===== config.mk =====
export PLATFORM = sky130hd
export DESIGN_NAME = digital_fll
export DESIGN_NICKNAME = d
export VERILOG_FILES = /design/src/hw/fll_cfg_pkg.sv /design/src/hw/fll_ctrl_pkg.sv /design/src/hw/fll_osc_sampler.sv /design/src/hw/fll_trim_controller.sv /design/src/hw/fll_trim_encoder.sv /design/src/hw/digital_fll.sv
export SDC_FILE = /design/constraint.sdc
export NUM_CORES = 1
export LEC_CHECK = 0
export BUFFER_PORTS_ARGS = -buffer_cell sky130_fd_sc_hd__buf_2
export CAP_MARGIN = 20
export CORE_AREA = 2 2 86 88
export CTS_CLUSTER_DIAMETER = 150
export DETAILED_ROUTE_END_ITERATION = 8
export DIE_AREA = 0 0 88 90
export MAX_ROUTING_LAYER = met4
export PLACE_DENSITY = 0.7
export SLEW_MARGIN = 20
export SYNTH_ARGS = -nofsm -noshare
export SYNTH_HDL_FRONTEND = slang
export SYNTH_HIERARCHICAL = 1
export SYNTH_SLANG_ARGS = --single-unit

===== constraint.sdc =====
create_clock -name clock -period 7.4 [get_ports clock]
set_clock_uncertainty 0.1 [all_clocks]
set_input_delay 1.11 -clock clock [delete_from_list [all_inputs] [get_ports clock]]
set_output_delay 1.11 -clock clock [all_outputs]
set_load 0.01 [all_outputs]

===== src/hw/fll_cfg_pkg.sv =====
// Structural widths and typedefs for counts, ratios, trim code and trim word
package fll_cfg_pkg;

    // Feedback ratio, clock cycles wanted per osc period
    parameter int div_w = 5;

    // Period measurement, saturates at all ones (255)
    parameter int count_w = 8;

    // Delay stages in each of the two ring chains
    parameter int num_stages = 13;

    // Trim code covers 0 .. 2*num_stages, so 0 .. 26 by default
    parameter int code_w = 5;

    // Feedback ratio as seen on the div port
    typedef logic [div_w-1:0] div_t;

    // Clock cycles counted over one osc period
    typedef logic [count_w-1:0] count_t;

    // Number of trim bits to set, one step per measurement at most
    typedef logic [code_w-1:0] code_t;

endpackage


===== src/hw/fll_ctrl_pkg.sv =====
// Control-law constants: tolerance band, lock run length and trim code limits
package fll_ctrl_pkg;

    // Allowed count deviation from div, same width as a measurement
    parameter fll_cfg_pkg::count_t band_tol = 8'd1;

    // In-band measurements in a row before locked goes high
    parameter logic [2:0] lock_run = 3'd4;

    // Lowest trim code, no trim bits set, fastest ring
    parameter fll_cfg_pkg::code_t code_min = 5'd0;

    // Code change per out-of-band measurement
    // Kept at one so the trim word moves a single bit at a time
    parameter fll_cfg_pkg::code_t code_step = 5'd1;

endpackage


===== src/hw/fll_osc_sampler.sv =====
// Osc synchronizer, rising edge detector and clock-cycles-per-period counter
`timescale 1ns/100ps
`default_nettype none

module fll_osc_sampler #(
    parameter int sync_stages = 2                  // Flops in osc synchronizer, at least 2
) (
    input  logic                 clock,            // Ring oscillator output, fed back
    input  logic                 arst_n,           // Async reset, active low
    input  logic                 enable,           // Measurement enable
    input  logic                 osc,              // Slow reference, asynchronous to clock
    output fll_cfg_pkg::count_t  period_count,     // Clock cycles in last osc period
    output logic                 period_valid      // One-cycle strobe, new period_count
);

    import fll_cfg_pkg::*;

    logic [sync_stages-1:0] sync_q;                // Osc synchronizer chain
    logic                   osc_s;                 // Synchronized osc
    logic                   osc_d;                 // Synchronized osc, one cycle late
    logic                   osc_rise;              // Rising edge of synchronized osc
    logic                   seen_q;                // An edge has started a measurement
    count_t                 cycle_cnt;             // Cycles since last detected edge
    count_t                 cycle_inc;             // Saturating increment of cycle_cnt

    assign osc_s    = sync_q[sync_stages-1];
    assign osc_rise = osc_s & ~osc_d;

    // Hold at all ones once the period gets too long to count
    assign cycle_inc = (cycle_cnt == '1) ? cycle_cnt : cycle_cnt + count_t'(1);

    // Synchronizer and edge delay, run regardless of enable
    always_ff @(posedge clock or negedge arst_n) begin
        if (!arst_n) begin
            sync_q <= '0;
            osc_d  <= 1'b0;
        end else begin
            sync_q <= {sync_q[sync_stages-2:0], osc};  // Shift osc in at the bottom
            osc_d  <= osc_s;
        end
    end

    // Cycle counter and strobe
    always_ff @(posedge clock or negedge arst_n) begin
        if (!arst_n) begin
            cycle_cnt    <= '0;
            seen_q       <= 1'b0;
            period_valid <= 1'b0;
        end else if (!enable) begin
            // Disabled, forget any partial period so the next edge only restarts
            cycle_cnt    <= '0;
            seen_q       <= 1'b0;
            period_valid <= 1'b0;
        end else if (osc_rise) begin
            cycle_cnt    <= count_t'(1);           // Edge cycle is first of new period
            seen_q       <= 1'b1;
            period_valid <= seen_q;                // No strobe on the very first edge
        end else begin
            cycle_cnt    <= cycle_inc;
            period_valid <= 1'b0;
        end
    end

    // Measurement register, only read when period_valid is high
    always_ff @(posedge clock) begin
        if (osc_rise) begin
            period_count <= cycle_cnt;             // Cycles from previous edge to this one
        end
    end

endmodule

`default_nettype wire


===== src/hw/fll_trim_controller.sv =====
// Trim controller comparing each period count with div, stepping the code and tracking lock
`timescale 1ns/100ps
`default_nettype none

module fll_trim_controller #(
    parameter int num_stages = fll_cfg_pkg::num_stages  // Stages per chain
) (
    input  logic                 clock,            // Ring oscillator output
    input  logic                 arst_n,           // Async reset, active low
    input  fll_cfg_pkg::div_t    div,              // Target clock cycles per osc period
    input  fll_cfg_pkg::count_t  period_count,     // Measured clock cycles per osc period
    input  logic                 period_valid,     // New measurement this cycle
    output fll_cfg_pkg::code_t   trim_code,        // Number of trim bits to set
    output logic                 locked            // Count has stayed in band
);

    import fll_cfg_pkg::*;
    import fll_ctrl_pkg::*;

    // Highest code, every stage of both chains trimmed
    localparam code_t code_max = code_t'(2 * num_stages);

    logic [count_w:0] cnt_ext;                     // Count with headroom bit
    logic [count_w:0] div_ext;                     // div widened to match
    logic [count_w:0] tol_ext;                     // Band tolerance widened
    logic             too_fast;                    // Count above upper band edge
    logic             too_slow;                    // Count below lower band edge
    logic             in_band;
    logic [2:0]       run_cnt;                     // In-band strobes in a row

    assign cnt_ext = {1'b0, period_count};
    assign div_ext = (count_w + 1)'(div);
    assign tol_ext = {1'b0, band_tol};

    // More clock cycles than wanted means the ring runs fast
    assign too_fast = cnt_ext > (div_ext + tol_ext);

    // Compare as count + tol < div, no wrap when div is below the tolerance
    assign too_slow = (cnt_ext + tol_ext) < div_ext;
    assign in_band  = !too_fast && !too_slow;

    // Code update, one step per measurement
    always_ff @(posedge clock or negedge arst_n) begin
        if (!arst_n) begin
            trim_code <= code_min;
        end else if (period_valid) begin
            if (too_fast && (trim_code < code_max)) begin
                trim_code <= trim_code + code_step;   // Load one more stage, slow down
            end else if (too_slow && (trim_code > code_min)) begin
                trim_code <= trim_code - code_step;   // Drop one stage, speed up
            end
        end
    end

    // Lock tracking
    always_ff @(posedge clock or negedge arst_n) begin
        if (!arst_n) begin
            run_cnt <= '0;
            locked  <= 1'b0;
        end else if (period_valid) begin
            if (!in_band) begin
                run_cnt <= '0;                     // Any miss restarts the run
                locked  <= 1'b0;
            end else if (run_cnt != lock_run) begin
                run_cnt <= run_cnt + 3'd1;         // Stops counting once run is complete
                if (run_cnt == lock_run - 3'd1) begin
                    locked <= 1'b1;
                end
            end
        end
    end

endmodule

`default_nettype wire


===== src/hw/fll_trim_encoder.sv =====
// Trim encoder turning the code into an interleaved thermometer word, with DCO override
`timescale 1ns/100ps
`default_nettype none

module fll_trim_encoder #(
    parameter int num_stages = fll_cfg_pkg::num_stages  // Stages per chain
) (
    input  logic                      clock,       // Ring oscillator output
    input  logic                      arst_n,      // Async reset, active low
    input  fll_cfg_pkg::code_t        trim_code,   // Number of trim bits to set
    input  logic                      dco,         // DCO mode, external trim wins
    input  logic [2*num_stages-1:0]   ext_trim,    // External trim word
    output logic [2*num_stages-1:0]   trim         // Trim bits to both delay chains
);

    import fll_cfg_pkg::*;

    logic [2*num_stages-1:0] therm;                // Interleaved thermometer of trim_code

    // Fill order 0, ns, 1, ns+1, ...
    // Even fill position 2i is chain A bit i, odd position 2i+1 is chain B bit ns+i
    always_comb begin
        int code_i;

        code_i = int'(trim_code);
        therm  = '0;
        for (int i = 0; i < num_stages; i++) begin
            therm[i]              = code_i > (2 * i);      // Chain A, stage i
            therm[num_stages + i] = code_i > (2 * i + 1);  // Chain B, stage i
        end
    end

    // Output register, one cycle after any input change
    always_ff @(posedge clock or negedge arst_n) begin
        if (!arst_n) begin
            trim <= '0;
        end else begin
            trim <= dco ? ext_trim : therm;        // DCO mode passes ext_trim unchanged
        end
    end

endmodule

`default_nettype wire


===== src/hw/digital_fll.sv =====
// Digital FLL top level with osc sampler, trim controller and trim encoder
`timescale 1ns/100ps
`default_nettype none

module digital_fll #(
    parameter int sync_stages = 2,                       // Osc synchronizer depth
    parameter int num_stages  = fll_cfg_pkg::num_stages  // Stages per delay chain
) (
    input  logic                     clock,        // Ring oscillator output, fed back
    input  logic                     arst_n,       // Async reset, active low
    input  logic                     enable,       // Run measurements
    input  logic                     osc,          // Reference to lock to
    input  fll_cfg_pkg::div_t        div,          // Feedback ratio
    input  logic                     dco,          // Apply ext_trim directly
    input  logic [2*num_stages-1:0]  ext_trim,     // External trim for DCO mode
    output logic [2*num_stages-1:0]  trim,         // Trim bits to the ring oscillator
    output logic                     locked        // Frequency within band
);

    import fll_cfg_pkg::*;

    count_t period_count;                          // Sampler to controller, measurement
    logic   period_valid;                          // Sampler to controller, strobe
    code_t  trim_code;                             // Controller to encoder

    // Decode, measure clock cycles per osc period
    fll_osc_sampler #(
        .sync_stages  (sync_stages)
    ) osc_sampler0 (
        .clock        (clock),
        .arst_n       (arst_n),
        .enable       (enable),
        .osc          (osc),
        .period_count (period_count),
        .period_valid (period_valid)
    );

    // Execute, step the trim code and track lock
    fll_trim_controller #(
        .num_stages   (num_stages)
    ) trim_controller0 (
        .clock        (clock),
        .arst_n       (arst_n),
        .div          (div),
        .period_count (period_count),
        .period_valid (period_valid),
        .trim_code    (trim_code),
        .locked       (locked)
    );

    // Result, encode the code or pass the external trim
    fll_trim_encoder #(
        .num_stages   (num_stages)
    ) trim_encoder0 (
        .clock        (clock),
        .arst_n       (arst_n),
        .trim_code    (trim_code),
        .dco          (dco),
        .ext_trim     (ext_trim),
        .trim         (trim)
    );

endmodule

`default_nettype wire


==> results of run 1 <==
==> worst max-delay path, stage by stage <==
cell and delay [ps]:
buf_2 120, ha_1 180, nand3_1 100, xnor2_1 130
ha_1 270, nand2_1 60, o31ai_1 320, nand3_1 170
nor2_2 220, inv_1 150, fa_1 420, a21o_1 170
a21oi_1 270, nor3b_1 90, o21ai_0 200, o211ai_1 110
==> cell type report <==
| cell class | count | area share (%) |
|---|---|---|
| sequential | 56 | 41.3 |
| tap | 99 | 3.55 |
| multi-input combinational | 198 | 41.0 |
| clock inverter | 2 | 0.538 |
| clock buffer | 6 | 2.37 |
| inverter | 20 | 2.15 |
| timing repair buffer | 63 | 9.11 |
==> power by group through the flow <==
stage | clock network [W] | registers (W) | logic, W
5_1_grt | 0.000201 | 0.000417 | 0.000209
6_report | 0.000182 | 0.000407 | 0.000181
4_1_cts | 0.000187 | 0.000407 | 0.000183
3_3_place_gp | 0 | 0.000410 | 0.000177
3_5_place_dp | 0 | 0.000413 | 0.000182
2_1_floorplan | 0 | 0.000392 | 0.000143
==> synth_stat cells (4+ instances only) <==
| cell type | n | area share [%] |
|---|---|---|
| dfrtp_1 | 48 | 40 |
| a21oi_1 | 22 | 3.7 |
| nand2_1 | 22 | 2.7 |
| ha_1 | 20 | 8.3 |
| inv_1 | 20 | 2.5 |
| nand3_1 | 12 | 2.0 |
| o211ai_1 | 9 | 2.2 |
| edfxtp_1 | 8 | 8.0 |
| nor2_1 | 8 | 1.0 |
| nor3_1 | 8 | 1.3 |
| o21ai_1 | 8 | 1.3 |
| buf_2 | 7 | 1.2 |
| nor2b_1 | 7 | 1.5 |
| and3_1 | 6 | 1.2 |
| o21ai_0 | 6 | 1.0 |
| a211oi_1 | 5 | 1.2 |
| xnor2_1 | 5 | 1.5 |
| xor2_1 | 4 | 1.2 |
==> sequential cells by signal, summed over array words and instances (netlist names) <==
register,flops
trim_controller0/trim_code,5
osc_sampler0/sync_q,2
osc_sampler0/osc_d,1
trim_encoder0/trim,26
trim_controller0/locked,1
osc_sampler0/period_count,8
osc_sampler0/cycle_cnt,8
trim_controller0/run_cnt,3
osc_sampler0/period_valid,1
osc_sampler0/seen_q,1
==> cells by family after synthesis <==
logic type	Yosys count	synth area share, %
AND/OR/NAND/NOR	85	15.7
AO/OA/AOI/OAI	78	18.2
flip-flops	56	47.9
buffers and inverters	31	4.69
adder cells (fa/ha/maj)	21	8.97
XOR/XNOR	9	2.62
multiplexers	5	1.87
==> layer usage <==
metal / share of wire, % / up-vias
met5: 0 / -
met4: 1.3 / 0
met2: 51 / 43
li1: - / 1153
met1: 45 / 1127
met3: 3.2 / 8
==> path summary, 6_finish.rpt <==
kind                                                        endpoint  cells after the start
setup / recovery           trim_controller0/trim_code[4]$_DFFE_PN0P_                     16
hold / removal                      osc_sampler0/sync_q[1]$_DFF_PN0_                      0
setup reg to reg           trim_controller0/trim_code[4]$_DFFE_PN0P_                     12
hold reg to reg                     osc_sampler0/sync_q[1]$_DFF_PN0_                      0
max in group asynchronous      osc_sampler0/cycle_cnt[5]$_DFFE_PN0P_                      2
min in group asynchronous           trim_encoder0/trim[20]$_DFF_PN0_                      2
==> through the flow <==
step           instance area [sq um]  total power, W
2_1_floorplan                   3010        0.000535
3_3_place_gp                    3390        0.000587
3_5_place_dp                    3390        0.000595
4_1_cts                         3490        0.000777
5_1_grt                         3490        0.000827
6_report                        3490        0.000770
==> report_table.html, run 1 <==
<table>
<tr><th>Metric</th><th>Value</th></tr>
<tr><th colspan="2">Floorplanning</th></tr>
<tr><td>Initial cell density of the core</td><td>42.9%</td></tr>
<tr><td>Core area</td><td>7020 sq um</td></tr>
<tr><td>DIE HEIGHT</td><td>90 um</td></tr>
<tr><td>Die area</td><td>7920 sq um</td></tr>
<tr><td>Number of top-level pins</td><td>between 60 and 70</td></tr>
<tr><td>Total number of placement rows</td><td>31</td></tr>
<tr><td>Die Wd</td><td>88 um</td></tr>
<tr><th colspan="2">Timing</th></tr>
<tr><td>Crit path setup slack, layout</td><td>3410 ps</td></tr>
<tr><td>Setup TNS</td><td>0 ps</td></tr>
<tr><td>Count of endpoints failing hold in the final timing report</td><td>0</td></tr>
<tr><td>Worst slack on hold paths</td><td>270 ps</td></tr>
<tr><td>Slew @ Worst Pin</td><td>between 600 and 700 ps</td></tr>
<tr><td>Final Max Tran Viols</td><td>0</td></tr>
<tr><td>Slew headroom</td><td>54.3%</td></tr>
<tr><td>FMAX</td><td>251 MHz</td></tr>
<tr><td>Final worst-path cycle share</td><td>a little over half</td></tr>
<tr><td>Final Setup Violations</td><td>0</td></tr>
<tr><td>Min Tclk post-route</td><td>3990 ps</td></tr>
<tr><td>Setup repair after global routing missed its margin</td><td>no</td></tr>
<tr><th colspan="2">Flow run</th></tr>
<tr><td>Maximum Capacitance Violations</td><td>0</td></tr>
<tr><th colspan="2">Synthesis</th></tr>
<tr><td>Area of the mapped netlist</td><td>3010 sq um</td></tr>
<tr><td>Yosys warnings</td><td>6</td></tr>
<tr><td>Number of storage elements in the synthesis netlist</td><td>56</td></tr>
<tr><td>Mapped Avg Cell Area</td><td>10.6 sq um</td></tr>
<tr><td>Main flop type after synthesis</td><td>dfrtp_1</td></tr>
<tr><td>Gate count of the mapped netlist</td><td>285</td></tr>
<tr><td>Count of flip-flops with a built-in enable after synthesis</td><td>8</td></tr>
<tr><td>Count of different cell masters after synthesis</td><td>58</td></tr>
<tr><td>Syn nets</td><td>342</td></tr>
<tr><td>Fraction of registers with async set or reset after synthesis</td><td>85.7%</td></tr>
<tr><td>Portion of the post-synthesis area used by sequential elements</td><td>47.9%</td></tr>
<tr><th colspan="2">Routing</th></tr>
<tr><td>Router iterations before antenna repair</td><td>4</td></tr>
<tr><td>First-iteration detailed-routing DRC count</td><td>137</td></tr>
<tr><td>Mean routed wirelength per cell</td><td>13.2 um</td></tr>
<tr><td>Via count</td><td>between 2000 and 2500</td></tr>
<tr><td>Detailed Route WL</td><td>5.87 mm</td></tr>
<tr><td>DRC</td><td>0</td></tr>
<tr><td>Via density per instance</td><td>5.25</td></tr>
<tr><td>Count of nets left with antenna violations after detail routing</td><td>0</td></tr>
<tr><th colspan="2">Clocking</th></tr>
<tr><td>CTS HTree Levels</td><td>2</td></tr>
<tr><td>Longest Clk Path Bufs</td><td>2</td></tr>
<tr><td>Post-CTS Setup Repair Bufs</td><td>0</td></tr>
<tr><td>CTS buffer count</td><td>5</td></tr>
<tr><td>Num Clock Sinks</td><td>56</td></tr>
<tr><td>Clock slew at the register clock pins of the worst setup and hold paths</td><td>100 ps</td></tr>
<tr><td>Cts-stage hold buffer count</td><td>0</td></tr>
<tr><td>TritonCTS clock tree</td><td>done</td></tr>
<tr><td>CTS Root Cell</td><td>clkbuf_8</td></tr>
<tr><td>Gates resized, CTS repair</td><td>0</td></tr>
<tr><td>Clock network latency to the later pin of the worst-skew pair</td><td>roughly 310 ps</td></tr>
<tr><th colspan="2">Finish</th></tr>
<tr><td>Area taken by flip-flops and latches</td><td>1440 sq um</td></tr>
<tr><td>Post-route core utilization</td><td>49.7%</td></tr>
<tr><td>Share of final-layout standard cells stronger than drive strength 1</td><td>around a quarter</td></tr>
<tr><td>Number of nets in the final layout</td><td>401</td></tr>
<tr><td>Antenna cells</td><td>0</td></tr>
<tr><td>Layout overhead on the synthesized area</td><td>15.8%</td></tr>
<tr><td>Fill cell instance count of the final layout</td><td>634</td></tr>
<tr><td>Final instance count without filler cells</td><td>about 440</td></tr>
<tr><td>Most frequent standard cell in the layout excluding fill and tap cells</td><td>buf_2</td></tr>
<tr><td>Top library cells by usage in the layout, fill and taps aside</td><td>62 x buf_2, 48 x dfrtp_1, 22 x nand2_1, 22 x a21oi_1</td></tr>
<tr><td>Multi-input gate area in the final layout</td><td>between 1000 and 1500 sq um</td></tr>
<tr><th colspan="2">Pwr</th></tr>
<tr><td>Cell leakage power</td><td>~1.6 nW</td></tr>
<tr><td>Switching power</td><td>between 0.0002 and 0.0003 W</td></tr>
<tr><td>Int Power</td><td>0.000510 W</td></tr>
<tr><td>Share of power burned in registers</td><td>52.8%</td></tr>
<tr><td>Power share of the clock group</td><td>23.7%</td></tr>
<tr><td>Share of power burned in combinational logic</td><td>23.5%</td></tr>
<tr><td>Power per Cell Area</td><td>approximately 220 nW/um^2</td></tr>
<tr><td>Fraction of power spent switching nets</td><td>between 30% and 40%</td></tr>
<tr><td>Worst vdd ir</td><td>0.000114 V</td></tr>
<tr><th colspan="2">Place</th></tr>
<tr><td>Number of input and output port buffers inserted</td><td>62</td></tr>
<tr><td>Placed insts</td><td>436</td></tr>
<tr><td>Last weighted congestion value of the routability-driven placer</td><td>0.880</td></tr>
<tr><td>Half-perimeter wire length of the detailed placement result</td><td>4.21 mm</td></tr>
<tr><td>Post-placement setup slack</td><td>3080 ps</td></tr>
<tr><th colspan="2">Global route</th></tr>
<tr><td>Layer with the highest usage after global routing</td><td>met2</td></tr>
<tr><td>Vias in the first global route</td><td>2269</td></tr>
<tr><td>First-pass GRT wire length</td><td>10.1 mm</td></tr>
<tr><td>Total routing usage reported by global routing</td><td>roughly 16%</td></tr>
<tr><td>Met3 Track Usage GR</td><td>2.75%</td></tr>
<tr><td>Number of antenna violations at the first check in global routing</td><td>0</td></tr>
<tr><td>Remaining global-route overflow</td><td>0</td></tr>
<tr><td>GR Util met2</td><td>between 20% and 30%</td></tr>
<tr><td>Met1 usage</td><td>20.8%</td></tr>
<tr><td>Pin count of the biggest net entering global routing</td><td>49</td></tr>
<tr><th colspan="2">Critical path</th></tr>
<tr><td>Kind of end point of the critical path</td><td>register</td></tr>
<tr><td>Largest fanout on the critical path</td><td>4</td></tr>
<tr><td>Data required time at the worst endpoint</td><td>7490 ps</td></tr>
<tr><td>Crit Path Class</td><td>input port to register</td></tr>
<tr><td>Startpoint kind of the worst setup timing path</td><td>input port</td></tr>
<tr><td>Reg-to-Reg Start</td><td>osc_sampler0/period_count[4]$_DFFE_PP_</td></tr>
<tr><td>Worst reg-to-reg setup slack</td><td>4200 ps</td></tr>
<tr><td>WP data arrival</td><td>4080 ps</td></tr>
<tr><td>Crit path from</td><td>div[0]</td></tr>
<tr><th colspan="2">Worst hold path</th></tr>
<tr><td>Min-Delay Startpoint</td><td>osc_sampler0/sync_q[0]$_DFF_PN0_</td></tr>
<tr><td>Min-delay worst type</td><td>register to register</td></tr>
<tr><th colspan="2">Run status</th></tr>
<tr><td>Run status</td><td>finished clean</td></tr>
</table>
Power figures use the tool's default switching activity.
==> run 2, diff against run 1 <==
Settings changed: ABC_AREA from default to 1, PLACE_DENSITY 0.7 to 0.73.
Clock period 7.4 ns to 3.2 ns, I/O delays scaled along.
==> report_table.html, run 2 <==
<table>
<tr><th>Metric</th><th>Value</th></tr>
<tr><th colspan="2">Run status</th></tr>
<tr><td>Run status</td><td>finished clean</td></tr>
<tr><th colspan="2">Timing</th></tr>
<tr><td>Slew headroom</td><td>52.5% (-1.7 points)</td></tr>
<tr><td>Crit path setup slack, layout</td><td>366 ps (-3050 ps)</td></tr>
<tr><td>Setup repair after global routing missed its margin</td><td>no</td></tr>
<tr><td>Final worst-path cycle share</td><td>88.6%</td></tr>
<tr><td>Final Setup Violations</td><td>0 (unchanged)</td></tr>
<tr><td>Slew @ Worst Pin</td><td>712 ps (+25.8 ps)</td></tr>
<tr><td>FMAX</td><td>353 MHz</td></tr>
<tr><td>Min Tclk post-route</td><td>2830 ps</td></tr>
<tr><td>Setup TNS</td><td>0 ps (unchanged)</td></tr>
<tr><td>Final Max Tran Viols</td><td>0 (unchanged)</td></tr>
<tr><td>Count of endpoints failing hold in the final timing report</td><td>0 (unchanged)</td></tr>
<tr><th colspan="2">Global route</th></tr>
<tr><td>Vias in the first global route</td><td>2395 (+5.6%)</td></tr>
<tr><td>First-pass GRT wire length</td><td>10.6 mm (+4.9%)</td></tr>
<tr><td>Remaining global-route overflow</td><td>0 (unchanged)</td></tr>
<tr><td>Pin count of the biggest net entering global routing</td><td>33 (-33%)</td></tr>
<tr><td>Total routing usage reported by global routing</td><td>17.1% (+0.86 points)</td></tr>
<tr><td>Number of antenna violations at the first check in global routing</td><td>0 (unchanged)</td></tr>
<tr><th colspan="2">Critical path</th></tr>
<tr><td>Gate family responsible for the most delay along the worst path</td><td>simple AND/OR/NAND/NOR gates</td></tr>
<tr><td>Number of buffers and inverters on the critical path</td><td>3 (+1)</td></tr>
<tr><td>Worst path cell trace</td><td>buf_2 -&gt; ha_1 -&gt; nand3_1 -&gt; xor2_1 -&gt; ha_1 -&gt; nand2_1 -&gt; nor2_1 -&gt; nand2_1 -&gt; nand2_1 -&gt; nand3_2 -&gt; fa_1 -&gt; nand2_1 -&gt; nand2_1 -&gt; a21oi_1 -&gt; inv_1 -&gt; nand2_1 -&gt; nand2_1 -&gt; inv_1 -&gt; nand2_1 -&gt; nand2_1 -&gt; nand2_1</td></tr>
<tr><td>Largest stage delay on the critical path</td><td>460 ps (+40 ps)</td></tr>
<tr><td>Crit Path Class</td><td>input port to register</td></tr>
<tr><td>Data required time at the worst endpoint</td><td>3310 ps (-4180 ps)</td></tr>
<tr><td>Kind of end point of the critical path</td><td>register</td></tr>
<tr><td>Critical Path Slowest Stage Cell</td><td>fa_1</td></tr>
<tr><td>Startpoint kind of the worst setup timing path</td><td>input port</td></tr>
<tr><td>WP data arrival</td><td>2940 ps (-1140 ps)</td></tr>
<tr><td>Most frequent CP cell</td><td>nand2_1</td></tr>
<tr><td>Largest fanout on the critical path</td><td>7 (+3)</td></tr>
<tr><th colspan="2">Worst hold path</th></tr>
<tr><td>Min-delay worst type</td><td>input port to async pin</td></tr>
<tr><th colspan="2">Place</th></tr>
<tr><td>Post-placement setup slack</td><td>40.6 ps (-3040 ps)</td></tr>
<tr><td>Last weighted congestion value of the routability-driven placer</td><td>0.803 (-8.8%)</td></tr>
<tr><td>Half-perimeter wire length of the detailed placement result</td><td>4.72 mm (+12%)</td></tr>
<tr><td>Number of input and output port buffers inserted</td><td>62 (unchanged)</td></tr>
<tr><th colspan="2">Floorplanning</th></tr>
<tr><td>Core area</td><td>7020 sq um (unchanged)</td></tr>
<tr><td>Die Wd</td><td>88 um (unchanged)</td></tr>
<tr><td>DIE HEIGHT</td><td>90 um (unchanged)</td></tr>
<tr><td>Initial cell density of the core</td><td>43.0% (+0.14 points)</td></tr>
<tr><td>Number of top-level pins</td><td>63 (unchanged)</td></tr>
<tr><td>Total number of placement rows</td><td>31 (unchanged)</td></tr>
<tr><td>Die area</td><td>7920 sq um (unchanged)</td></tr>
<tr><th colspan="2">Finish</th></tr>
<tr><td>Post-route core utilization</td><td>50.3% (+0.59 points)</td></tr>
<tr><td>Largest registers</td><td>trim_encoder0/trim: 26 flops, osc_sampler0/cycle_cnt: 8 flops, osc_sampler0/period_count: 8 flops</td></tr>
<tr><td>Layout overhead on the synthesized area</td><td>16.8%</td></tr>
<tr><td>Number of nets in the final layout</td><td>478 (+19%)</td></tr>
<tr><td>Top library cells by usage in the layout, fill and taps aside</td><td>105 x nand2_1, 62 x buf_2, 48 x dfrtp_1</td></tr>
<tr><td>Share of final-layout standard cells stronger than drive strength 1</td><td>21.6% (-3.7 points)</td></tr>
<tr><td>Antenna cells</td><td>0 (unchanged)</td></tr>
<tr><td>Max FFs per register</td><td>26 (unchanged)</td></tr>
<tr><td>Most flop-heavy register</td><td>trim_encoder0/trim</td></tr>
<tr><td>Most frequent standard cell in the layout excluding fill and tap cells</td><td>nand2_1</td></tr>
<tr><th colspan="2">Clocking</th></tr>
<tr><td>Clock slew at the register clock pins of the worst setup and hold paths</td><td>110 ps (about the same)</td></tr>
<tr><td>TritonCTS clock tree</td><td>done</td></tr>
<tr><td>Longest Clk Path Bufs</td><td>2 (unchanged)</td></tr>
<tr><td>Post-CTS Setup Repair Bufs</td><td>0 (unchanged)</td></tr>
<tr><td>CTS Root Cell</td><td>clkbuf_8</td></tr>
<tr><td>Cts-stage hold buffer count</td><td>0 (unchanged)</td></tr>
<tr><td>Gates resized, CTS repair</td><td>0 (unchanged)</td></tr>
<tr><td>Num Clock Sinks</td><td>56 (unchanged)</td></tr>
<tr><td>Clock network latency to the later pin of the worst-skew pair</td><td>320 ps (about the same)</td></tr>
<tr><td>CTS HTree Levels</td><td>2 (unchanged)</td></tr>
<tr><td>CTS buffer count</td><td>5 (unchanged)</td></tr>
<tr><th colspan="2">Pwr</th></tr>
<tr><td>Fraction of power spent switching nets</td><td>36.7% (+2.9 points)</td></tr>
<tr><td>Cell leakage power</td><td>1.86 nW (+16%)</td></tr>
<tr><td>Share of power burned in combinational logic</td><td>28.7% (+5.2 points)</td></tr>
<tr><td>Switching power</td><td>0.000696 W (+170%)</td></tr>
<tr><td>Share of power burned in registers</td><td>49.6% (-3.2 points)</td></tr>
<tr><td>Int Power</td><td>0.00120 W (+140%)</td></tr>
<tr><td>Worst vdd ir</td><td>0.000198 V (+73%)</td></tr>
<tr><td>Total design power</td><td>0.00190 W (+150%)</td></tr>
<tr><td>Power share of the clock group</td><td>21.7% (-2.0 points)</td></tr>
<tr><td>Power per Cell Area</td><td>537 nW/um^2 (+140%)</td></tr>
<tr><th colspan="2">Synthesis</th></tr>
<tr><td>Portion of the post-synthesis area used by sequential elements</td><td>47.7% (-0.16 points)</td></tr>
<tr><td>Most area-hungry cell type in the Yosys netlist</td><td>dfrtp_1</td></tr>
<tr><td>Fraction of registers with async set or reset after synthesis</td><td>85.7% (unchanged)</td></tr>
<tr><td>Count leader, synth</td><td>nand2_1</td></tr>
<tr><td>Leading post-synthesis cells by cell area</td><td>dfrtp_1 40%, nand2_1 13%, ha_1 8.3%</td></tr>
<tr><td>Synth cell count leaders</td><td>105 x nand2_1, 48 x dfrtp_1, 42 x inv_1</td></tr>
<tr><td>Main flop type after synthesis</td><td>dfrtp_1</td></tr>
<tr><td>Yosys warnings</td><td>6 (unchanged)</td></tr>
<tr><td>Count of flip-flops with a built-in enable after synthesis</td><td>8 (unchanged)</td></tr>
<tr><td>Area share of the largest cell type after synthesis</td><td>39.8% (-0.13 points)</td></tr>
<tr><td>Syn nets</td><td>413 (+21%)</td></tr>
<tr><td>Number of storage elements in the synthesis netlist</td><td>56 (unchanged)</td></tr>
<tr><td>Count of different cell masters after synthesis</td><td>32 (-45%)</td></tr>
<tr><td>Gate count of the mapped netlist</td><td>356 (+25%)</td></tr>
<tr><td>Mapped Avg Cell Area</td><td>8.49 sq um (-20%)</td></tr>
<tr><td>Area of the mapped netlist</td><td>3020 sq um (+0.33%)</td></tr>
<tr><th colspan="2">Flow run</th></tr>
<tr><td>Maximum Capacitance Violations</td><td>0 (unchanged)</td></tr>
<tr><th colspan="2">Routing</th></tr>
<tr><td>Detailed Route WL</td><td>6.15 mm (+4.8%)</td></tr>
<tr><td>First-iteration detailed-routing DRC count</td><td>199 (+45%)</td></tr>
<tr><td>Mean routed wirelength per cell</td><td>11.8 um (-11%)</td></tr>
<tr><td>Via density per instance</td><td>4.71 (-10%)</td></tr>
<tr><td>DRC</td><td>0 (unchanged)</td></tr>
<tr><td>Via count</td><td>2452 (+5.2%)</td></tr>
<tr><td>Count of nets left with antenna violations after detail routing</td><td>0 (unchanged)</td></tr>
<tr><td>Router iterations before antenna repair</td><td>4 (unchanged)</td></tr>
</table>
run 2: cell count changes in the layout (fill, tap and decap cells not counted), moves of 7 or more:
cell,delta
nand2_1,+83
nand3_1,+9
a21oi_1,-9
o211ai_1,-7
nor2_1,+20
nor2b_1,-7
inv_1,+22
run 2: power by group through the flow:
stage	Combinational [W]	Clock (W)	Sequential, W
floorplan	0.000341	0	0.000955
global placement	0.000530	0	0.000954
detailed placement	0.000544	0	0.000956
CTS	0.000548	0.000423	0.000942
global route	0.000630	0.000448	0.000961
finish	0.000545	0.000411	0.000939
run 2: worst paths after layout:
kind / slack (ps) / cells past startpoint / start / to
worst min-delay path: 100 / 1 / arst_n / osc_sampler0/cycle_cnt[2]$_DFFE_PN0P_
worst max-delay path: 370 / 21 / div[0] / trim_controller0/trim_code[4]$_DFFE_PN0P_
min in group clock: 160 / 1 / osc / osc_sampler0/sync_q[0]$_DFF_PN0_
worst max register to register: 510 / 19 / osc_sampler0/period_count[3]$_DFFE_PP_ / trim_controller0/trim_code[4]$_DFFE_PN0P_
max in group asynchronous: 2190 / 2 / arst_n / trim_controller0/trim_code[4]$_DFFE_PN0P_
worst min register to register: 270 / 0 / osc_sampler0/sync_q[0]$_DFF_PN0_ / osc_sampler0/sync_q[1]$_DFF_PN0_
run 2: metal layers:
layer	global-route usage [%]	vias to the layer above	share of wire, %	routed length (um)
li1	-	1274	-	-
met1	22.2	1126	44	2720
met2	27.1	41	51	3140
met3	2.57	11	3.3	206
met4	6.03	0	1.4	86
met5	-	-	0	0
run 2: worst register-to-register path: cells and delay by family (launching register included):
kind                       cells  cell delay (ps)
and+or+nand+nor               13              890
AOI/OAI and AO/OA              1              160
DFF                            1              480
adders and majority gates      2              800
buffers and inverters          3              170
run 2: cell families (layout without fill, tap and decap cells):
group / Yosys count / count (layout) / synth area share, %
flops: 56 / 56 / 47.7
fa+ha+maj: 21 / 21 / 8.94
buf+inv: 53 / 119 / 6.96
simple gates: 174 / 174 / 25.9
compound gates: 43 / 43 / 7.91
xor+xnor: 9 / 9 / 2.61
run 2: per-stage QoR:
stage	instances	hold slack [ps]	cell area, sq um
6_report	521	101	3530
5_1_grt	521	162	3530
4_1_cts	521	135	3530
3_5_place_dp	513	238	3430
3_3_place_gp	513	232	3430
2_1_floorplan	356	84.4	3020
run 2: final cells by class:
cell class,count,area [sq um]
multi-input combinational,247,1370
sequential,56,1440
inverter,48,180
tap,99,124
fill,652,3490
timing repair buffer,63,318
clock buffer,5,68.8
clock inverter,3,27.5
